$ cat src/logic/lsu_pkg.sv
// shared constants for the load/store unit
// access type and FSM state encodings
// byte enable helpers for first and second bus words
package lsu_pkg;

  // bus and register data width
  parameter int unsigned DataWidth = 32;
  parameter int unsigned BeWidth   = DataWidth / 8;

  // 2 and 3 both select a byte access
  typedef enum logic [1:0] {
    LSU_WORD = 2'b00,
    LSU_HALF = 2'b01,
    LSU_BYTE = 2'b10
  } lsu_type_e;

  typedef enum logic [2:0] {
    LS_IDLE,
    LS_WAIT_GNT_MIS,
    LS_WAIT_RVALID_MIS,
    LS_WAIT_GNT,
    LS_WAIT_RVALID_MIS_GNTS_DONE
  } lsu_state_e;

  // lanes of the first word, the access shifted up by the byte offset
  function automatic logic [BeWidth-1:0] be_first(lsu_type_e t, logic [1:0] off);
    logic [BeWidth-1:0] base;
    case (t)
      LSU_WORD: base = 4'b1111;
      LSU_HALF: base = 4'b0011;
      default:  base = 4'b0001;
    endcase
    return base << off;
  endfunction

  // lanes spilling into the next word
  function automatic logic [BeWidth-1:0] be_second(lsu_type_e t, logic [1:0] off);
    logic [BeWidth-1:0] mask;
    case (t)
      // offset 0 shifts everything out, never issued
      LSU_WORD: mask = 4'b1111 >> (3'd4 - {1'b0, off});
      // only offset 3 splits a half word
      LSU_HALF: mask = 4'b0001;
      default:  mask = 4'b0001 << off;
    endcase
    return mask;
  endfunction

endpackage

$ cat src/logic/lsu_ctrl_if.sv
// control strobes between the LSU FSM and the two data path blocks
`timescale 1ns/1ps

interface lsu_ctrl_if;

  // latch offset, type and sign flag of the access
  logic ctrl_update;
  // latch the address reported on addr_last_o
  logic addr_update;
  // capture the upper bytes of the first response
  logic rdata_update;
  // address and byte enables refer to the second word
  logic second_half;
  // access crosses a word boundary
  logic split;

  modport fsm (
    output ctrl_update,
    output addr_update,
    output rdata_update,
    output second_half,
    input  split
  );

  modport req (
    input  addr_update,
    input  second_half,
    output split
  );

  modport rdata (
    input  ctrl_update,
    input  rdata_update
  );

endinterface

$ cat src/logic/lsu_fsm.sv
// request / grant / response FSM of the load/store unit
// first-half error and write flag registers, response qualification
`timescale 1ns/1ps

module lsu_fsm (
  input  logic        clk_i,
  input  logic        rst_ni,

  // execute side
  input  logic        lsu_req_i,
  input  logic        lsu_we_i,
  output logic        lsu_req_done_o,
  output logic        lsu_resp_valid_o,
  output logic        lsu_rdata_valid_o,
  output logic        load_err_o,
  output logic        store_err_o,
  output logic        busy_o,

  // memory side
  output logic        data_req_o,
  input  logic        data_gnt_i,
  input  logic        data_rvalid_i,
  input  logic        data_bus_err_i,

  lsu_ctrl_if.fsm     ctrl
);

  lsu_pkg::lsu_state_e ls_cs, ls_ns;

  // high once the first part of a split access is granted
  logic handle_mis_q, handle_mis_d;
  // bus error seen on the first part
  logic lsu_err_q, lsu_err_d;
  logic data_we_q;
  logic any_err;

  //////////////////////////////
  // next state
  //////////////////////////////

  always_comb begin
    ls_ns             = ls_cs;
    handle_mis_d      = handle_mis_q;
    lsu_err_d         = lsu_err_q;
    data_req_o        = 1'b0;
    ctrl.ctrl_update  = 1'b0;
    ctrl.addr_update  = 1'b0;
    ctrl.rdata_update = 1'b0;
    ctrl.second_half  = 1'b0;

    case (ls_cs)
      lsu_pkg::LS_IDLE: begin
        if (lsu_req_i) begin
          data_req_o = 1'b1;
          lsu_err_d  = 1'b0;
          if (data_gnt_i) begin
            ctrl.ctrl_update = 1'b1;
            ctrl.addr_update = 1'b1;
            handle_mis_d     = ctrl.split;
            ls_ns = ctrl.split ? lsu_pkg::LS_WAIT_RVALID_MIS : lsu_pkg::LS_IDLE;
          end else begin
            ls_ns = ctrl.split ? lsu_pkg::LS_WAIT_GNT_MIS : lsu_pkg::LS_WAIT_GNT;
          end
        end
      end

      // first part of a split access still waiting
      lsu_pkg::LS_WAIT_GNT_MIS: begin
        data_req_o = 1'b1;
        if (data_gnt_i) begin
          ctrl.ctrl_update = 1'b1;
          ctrl.addr_update = 1'b1;
          handle_mis_d     = 1'b1;
          ls_ns            = lsu_pkg::LS_WAIT_RVALID_MIS;
        end
      end

      // second request goes out while the first response is pending
      lsu_pkg::LS_WAIT_RVALID_MIS: begin
        data_req_o       = 1'b1;
        ctrl.second_half = 1'b1;
        if (data_rvalid_i) begin
          lsu_err_d         = data_bus_err_i;
          ctrl.rdata_update = ~data_we_q;
          // keep the first failing address
          ctrl.addr_update  = data_gnt_i & ~data_bus_err_i;
          handle_mis_d      = ~data_gnt_i;
          ls_ns = data_gnt_i ? lsu_pkg::LS_IDLE : lsu_pkg::LS_WAIT_GNT;
        end else if (data_gnt_i) begin
          handle_mis_d = 1'b0;
          ls_ns        = lsu_pkg::LS_WAIT_RVALID_MIS_GNTS_DONE;
        end
      end

      // aligned access, or second part after its first response
      lsu_pkg::LS_WAIT_GNT: begin
        data_req_o       = 1'b1;
        ctrl.second_half = handle_mis_q;
        if (data_gnt_i) begin
          ctrl.ctrl_update = 1'b1;
          ctrl.addr_update = ~lsu_err_q;
          handle_mis_d     = 1'b0;
          ls_ns            = lsu_pkg::LS_IDLE;
        end
      end

      // both granted, first response outstanding
      lsu_pkg::LS_WAIT_RVALID_MIS_GNTS_DONE: begin
        ctrl.second_half = 1'b1;
        if (data_rvalid_i) begin
          lsu_err_d         = data_bus_err_i;
          ctrl.addr_update  = ~data_bus_err_i;
          ctrl.rdata_update = ~data_we_q;
          ls_ns             = lsu_pkg::LS_IDLE;
        end
      end

      default: ls_ns = lsu_pkg::LS_IDLE;
    endcase
  end

  always_ff @(posedge clk_i or negedge rst_ni) begin
    if (!rst_ni) begin
      ls_cs        <= lsu_pkg::LS_IDLE;
      handle_mis_q <= 1'b0;
      lsu_err_q    <= 1'b0;
    end else begin
      ls_cs        <= ls_ns;
      handle_mis_q <= handle_mis_d;
      lsu_err_q    <= lsu_err_d;
    end
  end

  // write flag of the outstanding access, taken at grant
  always_ff @(posedge clk_i or negedge rst_ni) begin
    if (!rst_ni) begin
      data_we_q <= 1'b0;
    end else if (ctrl.ctrl_update) begin
      data_we_q <= lsu_we_i;
    end
  end

  //////////////////////////////
  // outputs
  //////////////////////////////

  // done as soon as nothing is left to be granted
  assign lsu_req_done_o = (lsu_req_i | (ls_cs != lsu_pkg::LS_IDLE)) &
                          (ls_ns == lsu_pkg::LS_IDLE);

  // final response always lands back in idle
  assign any_err           = lsu_err_q | data_bus_err_i;
  assign lsu_resp_valid_o  = data_rvalid_i & (ls_cs == lsu_pkg::LS_IDLE);
  assign lsu_rdata_valid_o = lsu_resp_valid_o & ~any_err & ~data_we_q;
  assign load_err_o        = lsu_resp_valid_o & any_err & ~data_we_q;
  assign store_err_o       = lsu_resp_valid_o & any_err & data_we_q;
  assign busy_o            = (ls_cs != lsu_pkg::LS_IDLE);

  a_state_legal : assert property (@(posedge clk_i) disable iff (!rst_ni)
    ls_cs inside {lsu_pkg::LS_IDLE, lsu_pkg::LS_WAIT_GNT_MIS, lsu_pkg::LS_WAIT_RVALID_MIS,
                  lsu_pkg::LS_WAIT_GNT, lsu_pkg::LS_WAIT_RVALID_MIS_GNTS_DONE});

  // a pending access only completes on bus activity
  a_done_needs_bus : assert property (@(posedge clk_i) disable iff (!rst_ni)
    (busy_o && lsu_req_done_o) |-> (data_gnt_i || data_rvalid_i));

endmodule

$ cat src/logic/lsu_rdata_align.sv
// load data realignment and zero / sign extension
// partial-word register and registered access attributes
`timescale 1ns/1ps

module lsu_rdata_align (
  input  logic                             clk_i,
  input  logic                             rst_ni,

  input  logic [1:0]                       lsu_addr_i,
  input  lsu_pkg::lsu_type_e               lsu_type_i,
  input  logic                             lsu_sign_ext_i,
  input  logic [lsu_pkg::DataWidth-1:0]    data_rdata_i,

  output logic [lsu_pkg::DataWidth-1:0]    lsu_rdata_o,

  lsu_ctrl_if.rdata                        ctrl
);

  logic [1:0]                    offset_q;
  lsu_pkg::lsu_type_e            type_q;
  logic                          sign_ext_q;
  // upper three bytes of the first word of a split load
  logic [lsu_pkg::DataWidth-1:8] rdata_q;

  logic [lsu_pkg::DataWidth-1:0] word_val;
  logic [15:0]                   half_val;
  logic [7:0]                    byte_val;

  //////////////////////////////
  // registers
  //////////////////////////////

  always_ff @(posedge clk_i or negedge rst_ni) begin
    if (!rst_ni) begin
      offset_q   <= 2'b00;
      type_q     <= lsu_pkg::LSU_WORD;
      sign_ext_q <= 1'b0;
    end else if (ctrl.ctrl_update) begin
      offset_q   <= lsu_addr_i;
      type_q     <= lsu_type_i;
      sign_ext_q <= lsu_sign_ext_i;
    end
  end

  always_ff @(posedge clk_i) begin
    if (ctrl.rdata_update) begin
      rdata_q <= data_rdata_i[31:8];
    end
  end

  //////////////////////////////
  // realignment
  //////////////////////////////

  // split word: low bytes come from the earlier response
  always_comb begin
    case (offset_q)
      2'b01:   word_val = {data_rdata_i[7:0],  rdata_q[31:8]};
      2'b10:   word_val = {data_rdata_i[15:0], rdata_q[31:16]};
      2'b11:   word_val = {data_rdata_i[23:0], rdata_q[31:24]};
      default: word_val = data_rdata_i;
    endcase
  end

  // half word in the top lane is the only split half
  always_comb begin
    case (offset_q)
      2'b01:   half_val = data_rdata_i[23:8];
      2'b10:   half_val = data_rdata_i[31:16];
      2'b11:   half_val = {data_rdata_i[7:0], rdata_q[31:24]};
      default: half_val = data_rdata_i[15:0];
    endcase
  end

  assign byte_val = data_rdata_i[8*offset_q +: 8];

  // extension by type, sign taken from the top bit of the value
  always_comb begin
    case (type_q)
      lsu_pkg::LSU_WORD: lsu_rdata_o = word_val;
      lsu_pkg::LSU_HALF: lsu_rdata_o = {{16{sign_ext_q & half_val[15]}}, half_val};
      default:           lsu_rdata_o = {{24{sign_ext_q & byte_val[7]}}, byte_val};
    endcase
  end

  a_type_known : assert property (@(posedge clk_i) disable iff (!rst_ni)
    !$isunknown(type_q));

  // partial data is only captured for an access that crosses a word
  a_capture_split : assert property (@(posedge clk_i) disable iff (!rst_ni)
    ctrl.rdata_update |-> (offset_q != 2'b00));

endmodule

$ cat src/logic/lsu_req_align.sv
// bus address, byte enable and write data generation
// split detection and the last-address register
`timescale 1ns/1ps

module lsu_req_align #(
  parameter int unsigned AddrWidth = 32
) (
  input  logic                             clk_i,
  input  logic                             rst_ni,

  input  logic [AddrWidth-1:0]             lsu_addr_i,
  input  lsu_pkg::lsu_type_e               lsu_type_i,
  input  logic [lsu_pkg::DataWidth-1:0]    lsu_wdata_i,

  output logic [AddrWidth-1:0]             data_addr_o,
  output logic [lsu_pkg::BeWidth-1:0]      data_be_o,
  output logic [lsu_pkg::DataWidth-1:0]    data_wdata_o,
  output logic [AddrWidth-1:0]             addr_last_o,

  lsu_ctrl_if.req                          ctrl
);

  logic [1:0]           offset;
  logic [AddrWidth-1:0] addr_aligned;
  logic [AddrWidth-1:0] addr_next;
  logic [AddrWidth-1:0] addr_last_d;
  logic [AddrWidth-1:0] addr_last_q;

  assign offset = lsu_addr_i[1:0];

  // word crossing: unaligned word, or half word in the top lane
  assign ctrl.split = ((lsu_type_i == lsu_pkg::LSU_WORD) && (offset != 2'b00)) ||
                      ((lsu_type_i == lsu_pkg::LSU_HALF) && (offset == 2'b11));

  //////////////////////////////
  // address
  //////////////////////////////

  assign addr_aligned = {lsu_addr_i[AddrWidth-1:2], 2'b00};
  // second part goes to the following word
  assign addr_next    = addr_aligned + AddrWidth'(4);
  assign data_addr_o  = ctrl.second_half ? addr_next : addr_aligned;

  //////////////////////////////
  // byte enables and wdata
  //////////////////////////////

  assign data_be_o = ctrl.second_half ? lsu_pkg::be_second(lsu_type_i, offset) :
                                        lsu_pkg::be_first(lsu_type_i, offset);

  // rotate left by the byte offset
  // upper bytes wrap to the low lanes for the second word
  always_comb begin
    case (offset)
      2'b01:   data_wdata_o = {lsu_wdata_i[23:0], lsu_wdata_i[31:24]};
      2'b10:   data_wdata_o = {lsu_wdata_i[15:0], lsu_wdata_i[31:16]};
      2'b11:   data_wdata_o = {lsu_wdata_i[7:0],  lsu_wdata_i[31:8]};
      default: data_wdata_o = lsu_wdata_i;
    endcase
  end

  //////////////////////////////
  // last address
  //////////////////////////////

  // byte address for the first part, word address of the second part
  assign addr_last_d = ctrl.second_half ? addr_next : lsu_addr_i;

  always_ff @(posedge clk_i or negedge rst_ni) begin
    if (!rst_ni) begin
      addr_last_q <= '0;
    end else if (ctrl.addr_update) begin
      addr_last_q <= addr_last_d;
    end
  end

  assign addr_last_o = addr_last_q;

  a_addr_word : assert property (@(posedge clk_i) disable iff (!rst_ni)
    data_addr_o[1:0] == 2'b00);

endmodule

$ cat src/logic/lsu_top.sv
// load/store unit top level
// FSM, request alignment and load alignment joined by the control interface
`timescale 1ns/1ps

module lsu_top #(
  parameter int unsigned AddrWidth = 32
) (
  input  logic                             clk_i,
  input  logic                             rst_ni,

  // execute side
  input  logic                             lsu_req_i,
  input  logic                             lsu_we_i,
  input  logic [1:0]                       lsu_type_i,
  input  logic [AddrWidth-1:0]             lsu_addr_i,
  input  logic [lsu_pkg::DataWidth-1:0]    lsu_wdata_i,
  input  logic                             lsu_sign_ext_i,
  output logic [lsu_pkg::DataWidth-1:0]    lsu_rdata_o,
  output logic                             lsu_rdata_valid_o,
  output logic                             lsu_req_done_o,
  output logic                             lsu_resp_valid_o,
  output logic [AddrWidth-1:0]             addr_last_o,
  output logic                             load_err_o,
  output logic                             store_err_o,
  output logic                             busy_o,

  // data memory bus
  output logic                             data_req_o,
  input  logic                             data_gnt_i,
  input  logic                             data_rvalid_i,
  input  logic                             data_bus_err_i,
  output logic [AddrWidth-1:0]             data_addr_o,
  output logic                             data_we_o,
  output logic [lsu_pkg::BeWidth-1:0]      data_be_o,
  output logic [lsu_pkg::DataWidth-1:0]    data_wdata_o,
  input  logic [lsu_pkg::DataWidth-1:0]    data_rdata_i
);

  lsu_ctrl_if ctrl ();

  // direction is stable for the whole access
  assign data_we_o = lsu_we_i;

  lsu_fsm u_fsm (
    .clk_i             (clk_i),
    .rst_ni            (rst_ni),
    .lsu_req_i         (lsu_req_i),
    .lsu_we_i          (lsu_we_i),
    .lsu_req_done_o    (lsu_req_done_o),
    .lsu_resp_valid_o  (lsu_resp_valid_o),
    .lsu_rdata_valid_o (lsu_rdata_valid_o),
    .load_err_o        (load_err_o),
    .store_err_o       (store_err_o),
    .busy_o            (busy_o),
    .data_req_o        (data_req_o),
    .data_gnt_i        (data_gnt_i),
    .data_rvalid_i     (data_rvalid_i),
    .data_bus_err_i    (data_bus_err_i),
    .ctrl              (ctrl.fsm)
  );

  lsu_req_align #(
    .AddrWidth (AddrWidth)
  ) u_req_align (
    .clk_i        (clk_i),
    .rst_ni       (rst_ni),
    .lsu_addr_i   (lsu_addr_i),
    .lsu_type_i   (lsu_pkg::lsu_type_e'(lsu_type_i)),
    .lsu_wdata_i  (lsu_wdata_i),
    .data_addr_o  (data_addr_o),
    .data_be_o    (data_be_o),
    .data_wdata_o (data_wdata_o),
    .addr_last_o  (addr_last_o),
    .ctrl         (ctrl.req)
  );

  // only the byte offset matters for load alignment
  lsu_rdata_align u_rdata_align (
    .clk_i          (clk_i),
    .rst_ni         (rst_ni),
    .lsu_addr_i     (lsu_addr_i[1:0]),
    .lsu_type_i     (lsu_pkg::lsu_type_e'(lsu_type_i)),
    .lsu_sign_ext_i (lsu_sign_ext_i),
    .data_rdata_i   (data_rdata_i),
    .lsu_rdata_o    (lsu_rdata_o),
    .ctrl           (ctrl.rdata)
  );

endmodule

$ cat config.mk
export PLATFORM = sky130hd
export DESIGN_NAME = lsu_top
export DESIGN_NICKNAME = d
export VERILOG_FILES = /design/src/logic/lsu_pkg.sv /design/src/logic/lsu_ctrl_if.sv /design/src/logic/lsu_fsm.sv /design/src/logic/lsu_rdata_align.sv /design/src/logic/lsu_req_align.sv /design/src/logic/lsu_top.sv
export SDC_FILE = /design/constraint.sdc
export NUM_CORES = 1
export LEC_CHECK = 0
export ABC_AREA = 0
export BUFFER_PORTS_ARGS = -buffer_cell sky130_fd_sc_hd__buf_2
export CORE_UTILIZATION = 45
export DETAILED_ROUTE_END_ITERATION = 16
export PLACE_DENSITY = 0.83
export SLEW_MARGIN = 40
export SYNTH_ARGS = -nofsm -noshare
export SYNTH_HDL_FRONTEND = slang
export SYNTH_SLANG_ARGS = --single-unit
$ cat constraint.sdc
create_clock -name clk_i -period 2.3 [get_ports clk_i]
set_input_delay 0.345 -clock clk_i [delete_from_list [all_inputs] [get_ports clk_i]]
set_output_delay 0.345 -clock clk_i [all_outputs]
set_load 0.01 [all_outputs]
# Yosys cells after proc, flatten, opt, wreduce, memory -nomap -nowiden
# Cells that the tools add are included.
# word_totals
inputBits,106
reg_bits,67
elab_cells,105
# classes
n_eq_ne,16
mux,41
reduce_logical,16
bitwise_logic,17
shifts,4
addsub,2
# ops
op,count
one-hot mux 32 bit (3 select lines),2
2-to-1 mux 32 bit,2
one-hot mux 32 bit (2 select lines),1
one-hot mux 16 bit (3 select lines),1
adder 32 x 3 -> 32 bit (second input constant),1
indexed part select 32 x 6 -> 8 bit,1
2-to-1 mux 3 bit,7
one-hot mux 4 bit (2 select lines),2
2-to-1 mux 1 bit,15
one-hot mux 3 bit (5 select lines),1
AND 1 bit,10
equality test 2 x 1 -> 1 bit (second input constant),4
equality test 2 bit (second input constant),4
one-hot mux 1 bit (2 select lines),4
equality test 3 x 2 -> 1 bit (second input constant),2
zero test 3 bit,2
2-to-1 mux 2 bit,3
inequality test 2 bit (second input constant),3
inverter 1 bit,5
one-hot mux 1 bit (5 select lines),1
zero test 2 bit,2
2-to-1 mux 4 bit,1
one-hot mux 1 bit (4 select lines),1
AND reduction 4 bit,1
16 further kinds,20

# Logic depth before layout (Yosys ltp)
# logic_depth
ltp_word,9
mapped_depth,8
ltp_nobuf,6

# Modules after synthesis
# A second synthesis with hierarchy kept.
# hier_totals
cells_unflattened,659
hier_area_um2,6328.6
# by_module_without_submodules
module,instances,cells_per_inst,seq_area_each_um2,area_per_inst_um2
lsu_req_align,1,311,800.8,3128.0
lsu_rdata_align,1,287,845.8,2682.6
lsu_fsm,1,60,150.1,510.5
lsu_top,1,1,0.0,7.5

# Worst setup path after synthesis
# OpenSTA, ideal clock, no wires.
# synth_path
path_kind,input to output
from,input lsu_addr_i[4]
to,output data_addr_o[31]
arrival_ps,2030
t_required_ps,1955
cell_stages,7
path_buffers,3
path_slack_ps,-75
cell_sequence,clkbuf_1 nand3_1 or4_4 buf_6 or4_4 nand2_1 buf_4
# synth_between
elab_chain_cells,2
# synth_lines
element,line_no,rtl
"start, declared",lsu_top.sv:15,"input logic [AddrWidth-1:0] lsu_addr_i,"
adder 32 x 3 -> 32 bit,lsu_req_align.sv:41,assign addr_next = addr_aligned + AddrWidth'(4);
2-to-1 mux 32 bit,lsu_req_align.sv:42,assign data_addr_o = ctrl.second_half ? addr_next : addr_aligned;
"end, declared",lsu_top.sv:32,"output logic [AddrWidth-1:0] data_addr_o,"
# No other way between the ends.

# Final worst setup path
# layout_path
from,register u_fsm.ls_cs[2]
to,output data_addr_o[19]
# layout_between
elab_chain_cells,4
word_cells_on_any_way,6
# layout_lines
element,line_no,rtl
"start, declared",lsu_fsm.sv:28,"lsu_pkg::lsu_state_e ls_cs, ls_ns;"
"start signal, assigned",lsu_fsm.sv:124,ls_cs <= lsu_pkg::LS_IDLE;
"start signal, assigned",lsu_fsm.sv:128,ls_cs <= ls_ns;
equality test 3 x 2 -> 1 bit / equality test 3 bit (equally long branches),lsu_fsm.sv:51,case (ls_cs)
OR reduction 2 bit (no line),-,
one-hot mux 1 bit (2 select lines) (*),lsu_fsm.sv:51,
2-to-1 mux 32 bit (*),lsu_req_align.sv:42,
# Mark *: on every way between the ends. The rest lies on a longest branch, timed or not.

==> impl_metrics.csv <==
group,metric,value,unit
run_status,status,"finished, violations left",
run_status,violations,"hold timing, setup timing",
cts,cts_root_buf,"clkbuf_16",
logic_synthesis,yosysWarnings,0,
logic_synthesis,synthTopCellsByArea,"mux4_2, dfrtp_1, edfxtp_1",
min_path,hold_class,"input pin to async pin",
drt,wl,21900,um
finish,multi_input_area,0.00448,sq mm
placement,hpwl,13700,um
drt,wl_per_cell,21.0,um
floorplanning,die_y,118,um
logic_synthesis,synth_common_cells,"nand2_1, mux4_2, dfrtp_1, buf_4, nor2_1",
finish,finish.net_count,975,
floorplanning,placementRows,41,
placement,place_inst,1004,
cts,cts_sinks,67,
setup_path,required,1960,ps
global_route,grt_max_degree,41,
cts,clkSlewWorstSetupHoldPaths,60,ps
timing,tightestPinTransition,503,ps
setup_path,crit_end,"data_addr_o[19]",
setup_path,path_max_fanout,10,
finish,regArea,0.00180,sq mm
logic_synthesis,yosys.area.top_type,"mux4_2",
timing,skew,9.55,ps
timing,slew_headroom,0.663,
setup_path,cp-startpoint,"u_fsm.ls_cs[2]$_DFF_PN0_",
floorplanning,ios,246,
pwr,power_density,938,mW/mm^2
logic_synthesis,synth_top_flop_cell,"dfrtp_1",
pwr,p_sw_frac,0.409,
logic_synthesis,synth_area,0.00603,sq mm
cts,worstSkewPairLatency,330,ps
drt,first_pass_iters,6,
global_route,grt.busiest_layer,"met2",
pwr,ir_worst_vdd,509,uV
drt,via_per_inst,6.28,
global_route,first_global_vias,6343,
setup_path,cp.arrival,2100,ps
global_route,grt_usage,0.288,
finish,fin_util,0.708,
setup_path,end_kind,"output port",
floorplanning,dieArea,0.0139,sq mm
cts,htreeDepth,3,
cts,clockBufferDepth,2,
pwr,pwr-share-comb,0.623,
finish,drive_gt1_frac,0.613,
cts,cts_tree,"built",
timing,period_minus_slack,2450,ps
finish,n_antenna_cell,0,
drt,drtIter0Drc,737,
setup_path,cp-start-kind,"register",
pwr,p_leak,4.00,nW
finish,final_cell_area,0.00908,sq mm
global_route,use_met3,0.0538,
setup_path,r2r-start,"u_fsm.ls_cs[2]$_DFF_PN0_",
drt,drcViolationCount,0,
logic_synthesis,synth_edf_count,24,
floorplanning,coreArea,0.0128,sq mm
timing,setup_viol,45,
run,drv_cap,0,
logic_synthesis,syn_area_per_cell,9.89,sq um
floorplanning,die_w,118,um
finish,fillers,851,
timing,max_clock_freq,0.409,GHz
logic_synthesis,synth_most_common_cell,"nand2_1",
placement,gp_congestion,0.853,
global_route,grt_pass1_wl,32300,um
drt,ant_nets,0,
timing,worst_slack,-148,ps
logic_synthesis,synth.top_cell.area_share,0.194,
global_route,gr-total-overflow,0,
global_route,use_met1,0.336,
logic_synthesis,synth_seq_cells,67,
floorplanning,start_util,0.470,
timing,slew_viol_final,0,
logic_synthesis,async_reset_ff_frac,0.642,
setup_path,rr_worst_depth,8,
cts,cts_hold_buf,0,
finish,final_cells,1045,
timing,hold_violations,34,
drt,route.vias.total,6564,
logic_synthesis,synth_cells,610,
pwr,pwr-share-clk,0.158,
placement,placed_area,0.00753,sq mm
timing,min_period_over_period,1.06,
global_route,antenna_found_initial,0,
setup_path,reg2reg_to,"u_req_align.addr_last_o[19]$_DFFE_PN0P_",
pwr,power_switching,0.00348,W
timing,whs,-24.7,ps
cts,cts_made_buffers,9,
global_route,grtUsageMet2,0.512,
finish,area_growth,50.5,%
timing,grt_setup_unrepaired,"yes",
placement,io_buffers,243,
pwr,p_seq_frac,0.219,
setup_path,rrSetupSlack,260,ps
logic_synthesis,ys_types,57,
logic_synthesis,yosysSeqAreaShare,0.298,
pwr,p_int,0.00503,W
setup_path,criticalPathCategory,"register to output port",
stage by stage:
| step | setup TNS [ps] | setup slack [ps] | total power, W |
|---|---|---|---|
| floorplan | -6.31 | -6.31 | 0.00431 |
| detailed placement | -460 | -141 | 0.00582 |
| CTS | -2950 | -111 | 0.00782 |
| global route | -7000 | -220 | 0.00894 |
| finish | -3930 | -148 | 0.00852 |
| global placement | -258 | -105 | 0.00573 |
logic make-up after synthesis:
logic type,count (synthesis),synth area share
and+or+nand+nor,216,0.179
muxes,107,0.292
AOI/OAI and AO/OA,105,0.116
buffers and inverters,89,0.0782
DFF,67,0.298
xor gates and xnor gates,23,0.0334
adders and majority gates,2,0.00373
other,1,0.000622
worst min-delay path by stage:
stage                     depth (start not counted)   start                                       to  slack, ps
after global placement                            1  rst_ni  u_req_align.addr_last_o[20]$_DFFE_PN0P_        480
final                                             1  rst_ni  u_req_align.addr_last_o[19]$_DFFE_PN0P_        -20
after CTS                                         1  rst_ni  u_req_align.addr_last_o[20]$_DFFE_PN0P_        140
after detailed placement                          1  rst_ni  u_req_align.addr_last_o[20]$_DFFE_PN0P_        490
after global routing                              1  rst_ni  u_req_align.addr_last_o[19]$_DFFE_PN0P_          9
after floorplan                                   0  rst_ni              u_fsm.data_we_q$_DFFE_PN0P_         50
area by class of cell:
cell class / count / share of cell area
clock buffer: 13 / 0.0299
clock inverter: 3 / 0.00207
inverter: 12 / 0.00496
multi-input combinational: 456 / 0.493
sequential: 67 / 0.198
tap: 172 / 0.0237
timing repair buffer: 322 / 0.248
cell usage in the layout, fill, tap and decap left out, types with 5 or more instances in the layout:
cell,synthesis,final
or4_4,2,6
mux4_2,52,52
buf_2,2,215
dfrtp_1,43,41
a21oi_1,13,8
nand2b_1,8,5
xnor2_2,0,8
edfxtp_1,24,24
o21ai_1,2,10
nand2_1,85,60
nor3b_1,11,10
o21ai_0,24,13
nand2_2,0,12
mux2_2,32,32
inv_1,12,12
nor2b_1,11,6
a31oi_1,11,9
nand4_1,11,11
nor3_1,9,5
xor2_1,12,12
a211oi_1,14,6
nor4_4,0,6
nor2_1,34,29
nand2_4,0,13
buf_12,0,9
buf_4,34,54
clkbuf_16,0,12
buf_6,1,35
mux2i_1,23,22
a211oi_2,0,8
o21bai_1,5,5
nand3_1,13,11
what timing repair did:
item | CTS | global route
pin swaps | 38 | 49
gates resized for setup | 96 | 112
setup endpoints to repair | 58 | 67
gates cloned | 6 | 2
buffers inserted | 10 | 9
sequential cells by signal, summed over array words and instances, names as in the netlist:
register	count
u_rdata_align.rdata_q	24
u_fsm.data_we_q	1
u_rdata_align.sign_ext_q	1
u_rdata_align.type_q	2
u_fsm.handle_mis_q	1
u_fsm.ls_cs	3
u_req_align.addr_last_o	32
u_rdata_align.offset_q	2
u_fsm.lsu_err_q	1
critical path, stage by stage (launching register included):
cell,delay [ps]
dfrtp_1,410
nor2b_4,200
a22oi_2,100
buf_4,170
buf_12,150
nor4_2,320
xor2_1,240
buf_2,170
routing by layer:
layer,up-vias,part of all wire
li1,2805,-
met1,3233,0.36
met2,433,0.52
met3,93,0.076
met4,0,0.042
met5,-,0
power by group through the flow:
| stage | clock, W | combinational (W) | sequential, W |
|---|---|---|---|
| floorplan | 0 | 0.00241 | 0.00190 |
| global placement | 0 | 0.00391 | 0.00182 |
| detailed placement | 0 | 0.00398 | 0.00184 |
| CTS | 0.00137 | 0.00461 | 0.00183 |
| global route | 0.00143 | 0.00560 | 0.00190 |
| finish | 0.00134 | 0.00531 | 0.00186 |
(Power assumes the default switching activity.)
